===== config.mk =====
export PLATFORM = sky130hd
export DESIGN_NAME = peakHistTop
export DESIGN_NICKNAME = d
export VERILOG_FILES = /design/src/source/peakHistPkg.sv /design/src/source/passSequencer.sv /design/src/source/sampleCounter.sv /design/src/source/binMapper.sv /design/src/source/histogramBins.sv /design/src/source/peakTracker.sv /design/src/source/apbResultPort.sv /design/src/source/peakHistTop.sv
export SDC_FILE = /design/constraint.sdc
export NUM_CORES = 1
export LEC_CHECK = 0
export BUFFER_PORTS_ARGS = -buffer_cell sky130_fd_sc_hd__buf_2
export CAP_MARGIN = 20
export CORE_AREA = 2 2 230 232
export CTS_CLUSTER_DIAMETER = 120
export DETAILED_ROUTE_END_ITERATION = 12
export DIE_AREA = 0 0 232 234
export PLACE_DENSITY_LB_ADDON = 0.08
export SETUP_SLACK_MARGIN = 0.02
export SYNTH_ARGS = -nofsm -noshare
export SYNTH_HDL_FRONTEND = slang
export SYNTH_SLANG_ARGS = --single-unit
export TNS_END_PERCENT = 30

===== constraint.sdc =====
create_clock -name clk -period 9.8 [get_ports clk]
set_clock_uncertainty 0.2 [all_clocks]
set_input_delay 0 -clock clk [delete_from_list [all_inputs] [get_ports clk]]
set_output_delay 0 -clock clk [all_outputs]
set_load 0.01 [all_outputs]

===== src/source/peakHistPkg.sv =====
`default_nettype none

package peakHistPkg;

    localparam int SAMPLE_W = 12;             // timestamp width
    localparam int BIN_W = 4;                 // bin index width
    localparam int NUM_BINS = 1 << BIN_W;     // bins per pixel
    localparam int COUNT_W = 8;               // per-bin counter width
    localparam int APB_ADDR_W = 8;
    localparam int APB_DATA_W = 32;

    // fine window is centred on the coarse bin start
    localparam logic [SAMPLE_W-1:0] WIN_HALF = SAMPLE_W'(1 << (BIN_W - 1));
    localparam logic [SAMPLE_W-1:0] WIN_MAX_START = SAMPLE_W'((1 << SAMPLE_W) - (1 << BIN_W));

    localparam logic [APB_ADDR_W-1:0] ADDR_CTRL = 'h00;
    localparam logic [APB_ADDR_W-1:0] ADDR_STATUS = 'h04;
    localparam logic [APB_ADDR_W-1:0] ADDR_RESULT_BASE = 'h10;

    typedef enum logic [2:0] {
        COARSE,
        DRAIN_C,
        FINE,
        DRAIN_F,
        DONE
    } passState_e;

    // one timestamp, read whole or split into coarse bin and residual
    typedef union packed {
        logic [SAMPLE_W-1:0] raw;
        struct packed {
            logic [BIN_W-1:0] bin;
            logic [SAMPLE_W-BIN_W-1:0] residual;
        } coarse;
    } sampleWord_u;

    // clamped start of the fine window around a coarse centre
    function automatic logic [SAMPLE_W-1:0] windowStart(input logic [SAMPLE_W-1:0] centre);
        logic [SAMPLE_W-1:0] start;
        if (centre < WIN_HALF) begin
            start = '0;                       // clip at zero
        end else begin
            start = centre - WIN_HALF;
        end
        if (start > WIN_MAX_START) begin
            start = WIN_MAX_START;            // keep window inside range
        end
        return start;
    endfunction

endpackage

`default_nettype wire


===== src/source/passSequencer.sv =====
`default_nettype none

module passSequencer (
    input  wire logic                    clk,
    input  wire logic                    combin_res,
    input  wire logic                    passEnd,
    input  wire logic                    restart,
    output logic                         ready,
    output logic                         finePass,
    output logic                         clearBins,
    output logic                         latchCoarse,
    output logic                         latchFine,
    output peakHistPkg::passState_e      state
);
    import peakHistPkg::*;

    logic drainCnt;                           // second drain cycle flag

    always_ff @(posedge clk or negedge combin_res) begin
        if (!combin_res) begin
            state <= COARSE;
            drainCnt <= 1'b0;
        end else begin
            drainCnt <= (state == DRAIN_C || state == DRAIN_F) ? ~drainCnt : 1'b0;
            case (state)
                COARSE:  if (passEnd) state <= DRAIN_C;
                DRAIN_C: if (drainCnt) state <= FINE;
                FINE:    if (passEnd) state <= DRAIN_F;
                DRAIN_F: if (drainCnt) state <= DONE;
                DONE:    if (restart) state <= COARSE;
                default: state <= COARSE;
            endcase
        end
    end

    always_comb begin
        ready = (state == COARSE) || (state == FINE);
        finePass = (state == FINE);
        latchCoarse = (state == DRAIN_C) && drainCnt;   // last coarse count has settled
        latchFine = (state == DRAIN_F) && drainCnt;
        // histograms clear on the FINE entry edge and on a restart
        clearBins = latchCoarse || ((state == DONE) && restart);
    end

endmodule

`default_nettype wire


===== src/source/sampleCounter.sv =====
`default_nettype none

module sampleCounter #(
    parameter int PIXELS = 4,
    parameter int SAMPLES = 8,
    parameter int ACQS = 2
) (
    input  wire logic                                   clk,
    input  wire logic                                   combin_res,
    input  wire logic                                   accept,
    input  wire logic                                   clearBins,
    output logic [((PIXELS > 1) ? $clog2(PIXELS) : 1)-1:0] pixel,
    output logic                                        passEnd
);
    localparam int PIX_W = (PIXELS > 1) ? $clog2(PIXELS) : 1;
    localparam int SMP_W = (SAMPLES > 1) ? $clog2(SAMPLES) : 1;
    localparam int ACQ_W = (ACQS > 1) ? $clog2(ACQS) : 1;

    logic [SMP_W-1:0] sampleIdx;              // sample within pixel
    logic [ACQ_W-1:0] acqIdx;                 // acquisition number
    logic sampleLast;
    logic pixelLast;
    logic acqLast;

    always_comb begin
        sampleLast = (sampleIdx == SMP_W'(SAMPLES - 1));
        pixelLast = (pixel == PIX_W'(PIXELS - 1));
        acqLast = (acqIdx == ACQ_W'(ACQS - 1));
        passEnd = accept && sampleLast && pixelLast && acqLast;
    end

    always_ff @(posedge clk or negedge combin_res) begin
        if (!combin_res) begin
            sampleIdx <= '0;
            pixel <= '0;
            acqIdx <= '0;
        end else if (clearBins) begin
            sampleIdx <= '0;
            pixel <= '0;
            acqIdx <= '0;
        end else if (accept) begin
            if (!sampleLast) begin
                sampleIdx <= sampleIdx + 1'b1;
            end else begin
                sampleIdx <= '0;
                if (!pixelLast) begin
                    pixel <= pixel + 1'b1;
                end else begin
                    pixel <= '0;
                    acqIdx <= acqLast ? '0 : acqIdx + 1'b1;   // wraps at pass end
                end
            end
        end
    end

endmodule

`default_nettype wire


===== src/source/binMapper.sv =====
`default_nettype none

module binMapper #(
    parameter int PIXELS = 4
) (
    input  wire peakHistPkg::sampleWord_u                    data,
    input  wire logic                                        finePass,
    input  wire logic [((PIXELS > 1) ? $clog2(PIXELS) : 1)-1:0] pixel,
    input  wire logic [PIXELS*peakHistPkg::BIN_W-1:0]       coarsePeak,
    output logic [peakHistPkg::BIN_W-1:0]                    binIdx,
    output logic                                             inWindow
);
    import peakHistPkg::*;

    sampleWord_u centre;                      // start of the coarse peak bin
    logic [SAMPLE_W-1:0] winStart;
    logic [SAMPLE_W-1:0] offset;

    always_comb begin
        centre.coarse.bin = coarsePeak[pixel*BIN_W +: BIN_W];
        centre.coarse.residual = '0;
        winStart = windowStart(centre.raw);
        offset = data.raw - winStart;

        if (finePass) begin
            // full resolution inside the window only
            inWindow = (data.raw >= winStart) && (offset <= SAMPLE_W'(NUM_BINS - 1));
            binIdx = offset[BIN_W-1:0];
        end else begin
            inWindow = 1'b1;
            binIdx = data.coarse.bin;         // top bits pick the coarse bin
        end
    end

endmodule

`default_nettype wire


===== src/source/histogramBins.sv =====
`default_nettype none

module histogramBins #(
    parameter int PIXELS = 4
) (
    input  wire logic                                        clk,
    input  wire logic                                        combin_res,
    input  wire logic                                        accept,
    input  wire logic                                        inWindow,
    input  wire logic [((PIXELS > 1) ? $clog2(PIXELS) : 1)-1:0] pixel,
    input  wire logic [peakHistPkg::BIN_W-1:0]               binIdx,
    input  wire logic                                        clearBins,
    output logic [peakHistPkg::COUNT_W-1:0]                  newCount,
    output logic [peakHistPkg::BIN_W-1:0]                    binOut,
    output logic [((PIXELS > 1) ? $clog2(PIXELS) : 1)-1:0]   pixelOut,
    output logic                                             countValid
);
    import peakHistPkg::*;

    logic [COUNT_W-1:0] binCount [PIXELS][NUM_BINS];
    logic [PIXELS-1:0][NUM_BINS-1:0] binValid;      // bin holds a live count
    logic hit;

    assign hit = accept && inWindow;

    always_ff @(posedge clk or negedge combin_res) begin
        if (!combin_res) begin
            binValid <= '0;
            countValid <= 1'b0;
        end else begin
            countValid <= hit;
            if (clearBins) begin
                binValid <= '0;               // whole histogram in one cycle
            end else if (hit) begin
                binValid[pixel][binIdx] <= 1'b1;
            end
        end
    end

    always_ff @(posedge clk) begin
        if (hit) begin
            if (binValid[pixel][binIdx]) begin
                binCount[pixel][binIdx] <= binCount[pixel][binIdx] + 1'b1;
                newCount <= binCount[pixel][binIdx] + 1'b1;
            end else begin
                binCount[pixel][binIdx] <= COUNT_W'(1);     // first hit
                newCount <= COUNT_W'(1);
            end
            binOut <= binIdx;
            pixelOut <= pixel;
        end
    end

endmodule

`default_nettype wire


===== src/source/peakTracker.sv =====
`default_nettype none

module peakTracker #(
    parameter int PIXELS = 4
) (
    input  wire logic                                        clk,
    input  wire logic                                        combin_res,
    input  wire logic                                        countValid,
    input  wire logic [peakHistPkg::COUNT_W-1:0]             newCount,
    input  wire logic [peakHistPkg::BIN_W-1:0]               binOut,
    input  wire logic [((PIXELS > 1) ? $clog2(PIXELS) : 1)-1:0] pixelOut,
    input  wire logic                                        clearBins,
    input  wire logic                                        latchCoarse,
    input  wire logic                                        latchFine,
    output logic [PIXELS*peakHistPkg::BIN_W-1:0]             coarsePeak,
    output logic [PIXELS*peakHistPkg::SAMPLE_W-1:0]          result
);
    import peakHistPkg::*;

    logic [COUNT_W-1:0] maxCount [PIXELS];
    logic [BIN_W-1:0] maxBin [PIXELS];
    logic [SAMPLE_W-1:0] fineResult [PIXELS];

    always_comb begin
        sampleWord_u centre;
        for (int p = 0; p < PIXELS; p++) begin
            centre.coarse.bin = coarsePeak[p*BIN_W +: BIN_W];
            centre.coarse.residual = '0;
            fineResult[p] = windowStart(centre.raw) + SAMPLE_W'(maxBin[p]);
        end
    end

    always_ff @(posedge clk or negedge combin_res) begin
        if (!combin_res) begin
            for (int p = 0; p < PIXELS; p++) begin
                maxCount[p] <= '0;
                maxBin[p] <= '0;
            end
            coarsePeak <= '0;
            result <= '0;
        end else begin
            if (clearBins) begin
                for (int p = 0; p < PIXELS; p++) begin
                    maxCount[p] <= '0;
                    maxBin[p] <= '0;          // empty pixel falls back to bin 0
                end
            end else if (countValid && (newCount > maxCount[pixelOut])) begin
                maxCount[pixelOut] <= newCount;     // strict, so ties keep the first bin
                maxBin[pixelOut] <= binOut;
            end
            if (latchCoarse) begin
                for (int p = 0; p < PIXELS; p++) begin
                    coarsePeak[p*BIN_W +: BIN_W] <= maxBin[p];
                end
            end
            if (latchFine) begin
                for (int p = 0; p < PIXELS; p++) begin
                    result[p*SAMPLE_W +: SAMPLE_W] <= fineResult[p];
                end
            end
        end
    end

endmodule

`default_nettype wire


===== src/source/apbResultPort.sv =====
`default_nettype none

module apbResultPort #(
    parameter int PIXELS = 4
) (
    input  wire logic                                   clk,
    input  wire logic                                   combin_res,
    input  wire logic                                   psel,
    input  wire logic                                   penable,
    input  wire logic                                   pwrite,
    input  wire logic [peakHistPkg::APB_ADDR_W-1:0]     paddr,
    input  wire logic [peakHistPkg::APB_DATA_W-1:0]     pwdata,
    output logic [peakHistPkg::APB_DATA_W-1:0]          prdata,
    output logic                                        pready,
    output logic                                        pslverr,
    input  wire peakHistPkg::passState_e                state,
    input  wire logic [PIXELS*peakHistPkg::SAMPLE_W-1:0] result,
    output logic                                        restart
);
    import peakHistPkg::*;

    localparam int PIX_W = (PIXELS > 1) ? $clog2(PIXELS) : 1;

    logic [APB_ADDR_W-1:0] offset;            // distance from result base
    logic [PIX_W-1:0] resultIdx;
    logic resultHit;
    logic mapped;
    logic setup;
    logic [APB_DATA_W-1:0] readWord;

    always_comb begin
        offset = paddr - ADDR_RESULT_BASE;
        resultIdx = offset[PIX_W+1:2];
        resultHit = (paddr >= ADDR_RESULT_BASE) && (offset[1:0] == 2'b00)
                    && ((offset >> 2) < APB_ADDR_W'(PIXELS));
        mapped = (paddr == ADDR_CTRL) || (paddr == ADDR_STATUS) || resultHit;
        readWord = '0;
        if (paddr == ADDR_STATUS) begin
            readWord[0] = (state == DONE);
            readWord[1] = (state == FINE);    // fine pass active
        end else if (resultHit) begin
            readWord[SAMPLE_W-1:0] = result[resultIdx*SAMPLE_W +: SAMPLE_W];
        end
        setup = psel && !penable;
        restart = psel && penable && pwrite && (paddr == ADDR_CTRL) && pwdata[0];
        pready = 1'b1;                        // no wait states
    end

    // response captured in setup and presented in access
    always_ff @(posedge clk or negedge combin_res) begin
        if (!combin_res) begin
            pslverr <= 1'b0;
        end else begin
            pslverr <= setup && !mapped;
        end
    end

    always_ff @(posedge clk) begin
        if (setup) begin
            prdata <= (pwrite || !mapped) ? '0 : readWord;
        end
    end

endmodule

`default_nettype wire


===== src/source/peakHistTop.sv =====
`default_nettype none

module peakHistTop #(
    parameter int PIXELS = 4,
    parameter int SAMPLES = 8,
    parameter int ACQS = 2
) (
    input  wire logic                                clk,
    input  wire logic                                combin_res,
    input  wire logic                                wrEn,
    input  wire logic [peakHistPkg::SAMPLE_W-1:0]    data,
    output logic                                     ready,
    input  wire logic                                psel,
    input  wire logic                                penable,
    input  wire logic                                pwrite,
    input  wire logic [peakHistPkg::APB_ADDR_W-1:0]  paddr,
    input  wire logic [peakHistPkg::APB_DATA_W-1:0]  pwdata,
    output logic [peakHistPkg::APB_DATA_W-1:0]       prdata,
    output logic                                     pready,
    output logic                                     pslverr
);
    import peakHistPkg::*;

    localparam int PIX_W = (PIXELS > 1) ? $clog2(PIXELS) : 1;

    passState_e state;
    logic accept;
    logic passEnd, restart, finePass;
    logic clearBins, latchCoarse, latchFine;
    logic [PIX_W-1:0] pixel, pixelOut;
    logic [BIN_W-1:0] binIdx, binOut;
    logic inWindow, countValid;
    logic [COUNT_W-1:0] newCount;
    logic [PIXELS*BIN_W-1:0] coarsePeak;
    logic [PIXELS*SAMPLE_W-1:0] result;

    assign accept = wrEn && ready;            // offers while not ready are dropped

    passSequencer u_passSequencer (
        .clk(clk), .combin_res(combin_res), .passEnd(passEnd), .restart(restart),
        .ready(ready), .finePass(finePass), .clearBins(clearBins),
        .latchCoarse(latchCoarse), .latchFine(latchFine), .state(state)
    );

    sampleCounter #(.PIXELS(PIXELS), .SAMPLES(SAMPLES), .ACQS(ACQS)) u_sampleCounter (
        .clk(clk), .combin_res(combin_res), .accept(accept), .clearBins(clearBins),
        .pixel(pixel), .passEnd(passEnd)
    );

    binMapper #(.PIXELS(PIXELS)) u_binMapper (
        .data(data), .finePass(finePass), .pixel(pixel), .coarsePeak(coarsePeak),
        .binIdx(binIdx), .inWindow(inWindow)
    );

    histogramBins #(.PIXELS(PIXELS)) u_histogramBins (
        .clk(clk), .combin_res(combin_res), .accept(accept), .inWindow(inWindow),
        .pixel(pixel), .binIdx(binIdx), .clearBins(clearBins), .newCount(newCount),
        .binOut(binOut), .pixelOut(pixelOut), .countValid(countValid)
    );

    peakTracker #(.PIXELS(PIXELS)) u_peakTracker (
        .clk(clk), .combin_res(combin_res), .countValid(countValid),
        .newCount(newCount), .binOut(binOut), .pixelOut(pixelOut),
        .clearBins(clearBins), .latchCoarse(latchCoarse), .latchFine(latchFine),
        .coarsePeak(coarsePeak), .result(result)
    );

    apbResultPort #(.PIXELS(PIXELS)) u_apbResultPort (
        .clk(clk), .combin_res(combin_res), .psel(psel), .penable(penable),
        .pwrite(pwrite), .paddr(paddr), .pwdata(pwdata), .prdata(prdata),
        .pready(pready), .pslverr(pslverr), .state(state), .result(result),
        .restart(restart)
    );

endmodule

`default_nettype wire


==> impl_metrics.tcl, run 1 <==
set metrics [dict create \
    ys_seq_area_share_pct 63.9 \
    cts_tree "yes" \
    synth_cell_type_count 90 \
    grt_pass1_vias 19100 \
    htree_levels 3 \
    vias 19200 \
    dr.first_iter.drc_count 2127 \
    cp.depth 20 \
    path_class "reg2reg" \
    leakagePower_uw 0.0130 \
    clk_latency_ns 0.62 \
    cts_root_buf "clkbuf_16" \
    rows 84 \
    worstReg2RegEnd "u_histogramBins.binCount[0][102]" \
    rr_worst_depth 20 \
    ys_seq_elements 716 \
    synth_area_leaders "edfxtp_1 (50%), dfrtp_1 (14%), mux4_2 (12%)" \
    dpl-instance-area_um2 32900 \
    min_from "data[9]" \
    fin_area_um2 35500 \
    cts_setup_buffers 0 \
    timing.hold.ws_ns 0.0529 \
    drive_gt1_share_pct 20.8 \
    fin_util_pct 68.2 \
    min_to "u_histogramBins.binOut[1]" \
    fmax_ghz 0.134 \
    ir_drop_mv 0.200 \
    async_flop_share_pct 25.1 \
    grt.overflow.total 0 \
    dieArea_um2 54300 \
    crit_chain "mux4_2 -> inv_1 -> ha_1 -> nor2b_1 -> nor2b_1 -> a311oi_1 -> ha_1 -> inv_1 -> mux2i_4 -> inv_4 -> nand2_2 -> a211oi_1 -> a311oi_1 -> nand2_1 -> ha_1 -> inv_1 -> a2111oi_4 -> a31oi_2 -> buf_4 -> nor3_1" \
    ys.flop_type "edfxtp_1" \
    routed_via_density 6.70 \
    outcome "complete, no violations" \
    cpPeakStageDelay_ns 0.93 \
    path_clk_slew_ns 0.06 \
    dr.pass1.iters 6 \
    routed_wirelength_mm 80.7 \
    required_ns 9.93 \
    core_um2 52000 \
    arrival_ns 7.59 \
    max-slew-margin-rel_pct 16.5 \
    max_cap_viol_count 0 \
    ant_nets 0 \
    final-hold-violation-count 0 \
    hpwl_mm 51.7 \
    io_buffers 40 \
    reg2reg_slack_ns 2.33 \
    synthTopCellsByCount "edfxtp_1 (536), dfrtp_1 (180), mux4_2 (166)" \
    critPathLaunch "u_sampleCounter.pixel[1]" \
    yosysMostFrequentCell "edfxtp_1" \
    place_congestion 0.909 \
    fp.dieW_um 232 \
    min_path_type "in2reg" \
    area_growth_pct 10.0 \
    synth_top_area_share_pct 49.9 \
    syn_area_um2 32300 \
    finalCritPeriodShare_pct 76.2 \
    fp.dieH_um 234 \
    rsz0062_at_grt "false" \
    yosys.area.top_type "edfxtp_1" \
    antenna_found_initial 3 \
    grt_usage_pct 30.4 \
    final_nets 2225 \
    path_delay_family "compound AO/OA/AOI/OAI gates" \
    initial_core_util_pct 62.0 \
    hold_depth 3 \
    rr_startpoint "u_sampleCounter.pixel[1]" \
    grt_max_degree 87 \
    cp-end-kind "register" \
    grt_pass1_wl_mm 120 \
    min_period_ns 7.47 \
    cp_num_buf_inv 5 \
    critPathLaunchType "register" \
    wl_per_cell_um 28.1 \
    clockBufferDepth 3 \
    numCtsBuffers 74 \
    critical_path_peak_fanout 43 \
    setup_viol 0 \
    yosys_warnings 0 \
    clock-sinks 716 \
    finalSetupTns_ns 0 \
    syn-instance-count 2078 \
    syn_avg_cell_area_um2 15.5 \
    slew_viol_final 0 \
    synth_edf_count 536 \
    drc 0 \
    cpMaxStageDelayCell "a31oi_2" \
    io_pins 93 \
    p_per_area_nw_per_um2 252 \
    tightest_slew_ns 1.25 \
]
[worst reg2reg max path: stages (launching register included)]
cell and delay, ns:
dfrtp_4 0.88, mux4_2 0.48, inv_1 0.09, ha_1 0.20
nor2b_1 0.19, nor2b_1 0.51, a311oi_1 0.12, ha_1 0.53
inv_1 0.12, mux2i_4 0.69, inv_4 0.29, nand2_2 0.25
a211oi_1 0.15, a311oi_1 0.40, nand2_1 0.19, ha_1 0.28
inv_1 0.11, a2111oi_4 0.07, a31oi_2 0.93, buf_4 0.37
nor3_1 0.14
[per-stage QoR]
stage | cells | total power, uW | setup WS [ns]
2_1_floorplan | 2097 | 5490 | 3.23
3_3_place_gp | 2709 | 6130 | 2.61
3_5_place_dp | 2711 | 6200 | 2.47
4_1_cts | 2868 | 8960 | 2.47
5_1_grt | 2869 | 9250 | 2.00
6_report | 2871 | 8940 | 2.33
[final cells by class]
class,count,area (um2)
Tap cell,688,861
Antenna cell,2,5.00
Inverter,47,179
Multi-Input combinational cell,1180,10700
Timing Repair Buffer,101,734
Clock buffer,104,2080
Clock inverter,33,314
Fill cell,3550,16500
Sequential cell,716,20600
[how the worst max path moves through the flow]
stage,end,slack [ns]
after global routing,u_histogramBins.binCount[2][102],2.00
final,u_histogramBins.binCount[0][102],2.33
after floorplan,u_histogramBins.binCount[0][22],3.23
after global placement,u_histogramBins.binCount[2][94],2.61
after CTS,u_histogramBins.binCount[2][102],2.47
after detailed placement,u_histogramBins.binCount[2][102],2.47
[metal layers]
| layer | share of wire (%) | wire length [um] | vias to the layer above | GRT usage (%) |
|---|---|---|---|---|
| li1 | - | - | 8155 | - |
| met1 | 40 | 32200 | 9922 | 42.7 |
| met2 | 48 | 38800 | 970 | 48.3 |
| met3 | 8.4 | 6780 | 179 | 4.94 |
| met4 | 3.6 | 2940 | 4 | 12.0 |
| met5 | 0.033 | 27 | - | 0 |
[sequential cells by signal, indices dropped and copies added, names as in the netlist]
name                        flops
u_passSequencer.state           3
u_histogramBins.binValid       64
u_histogramBins.newCount        8
u_sampleCounter.acqIdx          1
u_sampleCounter.pixel           2
u_apbResultPort.pslverr         1
u_histogramBins.countValid      1
u_apbResultPort.prdata         10
u_peakTracker.maxCount         32
u_peakTracker.maxBin           16
u_passSequencer.drainCnt        1
u_sampleCounter.sampleIdx       3
u_peakTracker.result           40
u_histogramBins.binOut          4
u_histogramBins.binCount      512
u_peakTracker.coarsePeak       16
u_histogramBins.pixelOut        2
[placed cells by master (no fill, tap or decap), drive strengths merged, types with 6 or more instances in the layout]
master,synthesis,routed
xor2,6,6
nor2b,35,35
ha,46,46
nand2,110,110
nand3,28,28
dlygate4sd3,0,19
o21a,70,70
nor3,67,67
a311oi,13,13
a22oi,6,6
o21ai,87,87
a211oi,12,12
nor3b,7,7
clkbuf,65,105
mux4,166,166
edfxtp,536,536
clkinv,0,24
nand2b,11,11
mux2i,56,56
conb,2,21
o22ai,6,6
nor2,120,120
buf,89,81
inv,47,51
xnor2,10,10
a31oi,6,6
and3,77,77
a22o,48,48
dfrtp,180,180
mux2,43,43
o211a,8,8
a21oi,37,37
nand4,8,8
[cell families after synthesis]
group                    after synthesis  synth area share [%]
multiplexers                         265                  14.9
AO/OA/AOI/OAI                        331                  7.43
XOR/XNOR                              16                 0.481
AND/OR/NAND/NOR                      500                  8.15
flip-flops                           716                  63.9
other                                  2                0.0233
buffers and inverters                201                  3.31
adder cells (fa/ha/maj)               47                  1.85
[where the power goes]
part           switching, uW  leakage [uW]  internal (uW)  total [uW]
clock network           1150       0.00118           1620        2770
registers                185       0.00722           3770        3950
logic                   1300       0.00461            924        2220
[timing repair]
action                                 CTS  global route
hold buffers                            20             0
resized for setup                        0             0
endpoints found under the hold margin  117             0
No activity file was read; power rests on OpenSTA's default activity.
==> run 2, diff against run 1 <==
- CORE_AREA: 2 2 230 232 -> 2 2 243 245
- DIE_AREA: 0 0 232 234 -> 0 0 245 247
- clock period: 9.8 -> 6 ns (I/O delays scaled with it)
==> run 2 against run 1 <==
Sequential share of layout area down 1.1 points. Global-route usage down 2.2 points. Core utilization down 6.1 points. Combinational power up 72%. Largest power group unchanged.
==> impl_metrics.tcl, run 2 (synthesis results as in run 1) <==
set metrics [dict create \
    path_clk_slew_ns 0.06 \
    swShare_pct 29.2 \
    rr_startpoint "u_sampleCounter.pixel[0]" \
    hold_depth 3 \
    critPathLaunchType "register" \
    grt_max_degree 86 \
    setup_viol 0 \
    grt.overflow.total 0 \
    dr.first_iter.drc_count 1816 \
    mostFrequentLayoutCell "edfxtp_1" \
    wl_met1_mm 33.4 \
    cp_num_buf_inv 4 \
    ir_drop_mv 0.314 \
    cpMaxStageDelayCell "mux4_2" \
    cpPeakStageDelay_ns 0.56 \
    min_to "u_apbResultPort.prdata[8]" \
    slew_viol_final 0 \
    finalSetupTns_ns 0 \
    routed_via_density 6.37 \
    worstReg2RegEnd "u_histogramBins.binCount[0][101]" \
    rr_worst_depth 19 \
    final_nets 2253 \
    routed_wirelength_mm 82.9 \
    initial_core_util_pct 55.4 \
    grt_pass1_wl_mm 124 \
    rows 89 \
    arrival_ns 5.80 \
    outcome "complete, no violations" \
    fp.dieH_um 247 \
    clk_latency_ns 0.63 \
    rsz0062_at_grt "false" \
    timing.hold.ws_ns 0.0614 \
    path_delay_family "compound AO/OA/AOI/OAI gates" \
    crit_chain "mux4_2 -> inv_1 -> ha_1 -> nor2b_1 -> and3_1 -> a311oi_1 -> ha_1 -> inv_1 -> fa_1 -> a21oi_1 -> o211ai_1 -> o41ai_1 -> xnor2_1 -> a2111oi_0 -> buf_4 -> o22ai_4 -> buf_4 -> nor2_1 -> nor3_1" \
    fp.dieW_um 245 \
    pwr-share-comb_pct 25.3 \
    place_congestion 0.880 \
    routed-wl-met2_mm 39.7 \
    power_frac_seq_pct 42.6 \
    required_ns 6.13 \
    area_growth_pct 12.2 \
    drc 0 \
    core_um2 58200 \
    wl_met3_mm 6.76 \
    antenna_found_initial 4 \
    fmax_ghz 0.177 \
    leakagePower_uw 0.0132 \
    clock-sinks 716 \
    power.share.clock_pct 32.0 \
    grt_pass1_vias 19400 \
    max-slew-margin-rel_pct 22.9 \
    htree_levels 3 \
    cts_root_buf "clkbuf_16" \
    cp-end-kind "register" \
    min_path_type "in2reg" \
    layout_common_cells "edfxtp_1 (536), dfrtp_1 (178), mux4_2 (166)" \
    critical_path_peak_fanout 40 \
    drive_gt1_share_pct 25.4 \
    io_pins 93 \
    final-hold-violation-count 0 \
    grt_usage_pct 28.2 \
    largest_reg_flops 512 \
    dr.pass1.iters 5 \
    numCtsBuffers 76 \
    clockBufferDepth 3 \
    p_int_uw 10700 \
    min_from "paddr[2]" \
    p_per_area_nw_per_um2 416 \
    finalCritPeriodShare_pct 94.4 \
    dieArea_um2 60500 \
    max_cap_viol_count 0 \
    ant_nets 0 \
    vias 19000 \
    cts_tree "yes" \
    top_regs "u_histogramBins.binCount x512, u_histogramBins.binValid x64, u_peakTracker.result x40" \
    tightest_slew_ns 1.16 \
    io_buffers 40 \
    p_sw_uw 4390 \
    max_flop_register "u_histogramBins.binCount" \
    path_class "reg2reg" \
    reg2reg_slack_ns 0.33 \
    hpwl_mm 54.5 \
    min_period_ns 5.67 \
    wl_per_cell_um 27.8 \
    highest_layer "met5" \
]
-- run 2: how the worst max path moves through the flow --
stage | start | endpoint | slack [ns] | depth (start not counted)
after floorplan | u_sampleCounter.pixel[0] | u_histogramBins.binCount[0][70] | 0.04 | 28
after global placement | u_sampleCounter.pixel[0] | u_histogramBins.binCount[0][46] | 0.23 | 20
after detailed placement | u_sampleCounter.pixel[0] | u_histogramBins.binCount[0][22] | 0.12 | 20
after CTS | u_sampleCounter.pixel[0] | u_histogramBins.binCount[1][78] | 0.07 | 20
after global routing | u_sampleCounter.pixel[0] | u_histogramBins.binCount[1][101] | 0.05 | 19
final | u_sampleCounter.pixel[0] | u_histogramBins.binCount[0][101] | 0.33 | 19
-- run 2: cell type report --
class                   count  area (um2)
flip-flops and latches    716       20600
clock inverters            27         372
inverters                  47         179
repair buffers            127        1000
diodes                      1        2.50
multi-input cells        1180       10800
fillers                  4345       22100
clock buffers             115        2220
well taps                 773         967
-- run 2: worst reg2reg max path: cells and delay by family (launching register included) --
| kind | cells | cell delay (ns) |
|---|---|---|
| flops | 1 | 0.45 |
| xor+xnor | 1 | 0.11 |
| fa+ha+maj | 3 | 0.83 |
| simple gates | 4 | 0.92 |
| mux | 1 | 0.56 |
| buf+inv | 4 | 0.69 |
| compound gates | 6 | 1.61 |
-- run 2: power by group through the flow --
stage,Sequential [uW],Combinational [uW],Clock [uW]
2_1_floorplan,6390,2600,0
3_3_place_gp,6490,3690,0
3_5_place_dp,6510,3780,0
4_1_cts,6410,3800,4880
5_1_grt,6460,4070,5100
6_report,6420,3810,4820
-- run 2: timing repair --
action | 4_1_cts | 5_1_grt
setup buffers | 0 | 2
endpoints found under the hold margin | 178 | 0
hold buffers | 18 | 0
endpoints found under the setup margin | 0 | 663
resized for setup | 0 | 72
-- run 2: stage by stage --
stage | instance area (um2) | setup slack (ns) | instances | total power [uW] | utilization (%)
2_1_floorplan | 32400 | 0.0406 | 2097 | 8990 | -
3_3_place_gp | 33200 | 0.234 | 2821 | 10200 | 57.0
3_5_place_dp | 33200 | 0.116 | 2823 | 10300 | 57.1
4_1_cts | 36000 | 0.0748 | 2983 | 15100 | 61.9
5_1_grt | 36200 | 0.0493 | 2986 | 15600 | 62.1
6_report | 36200 | 0.335 | 2986 | 15000 | 62.1
-- run 2: per-layer routing --
layer,track usage [%],up-vias
met5,0,-
met4,11.1,2
met1,38.5,9837
met2,45.0,806
met3,5.60,157
li1,-,8211
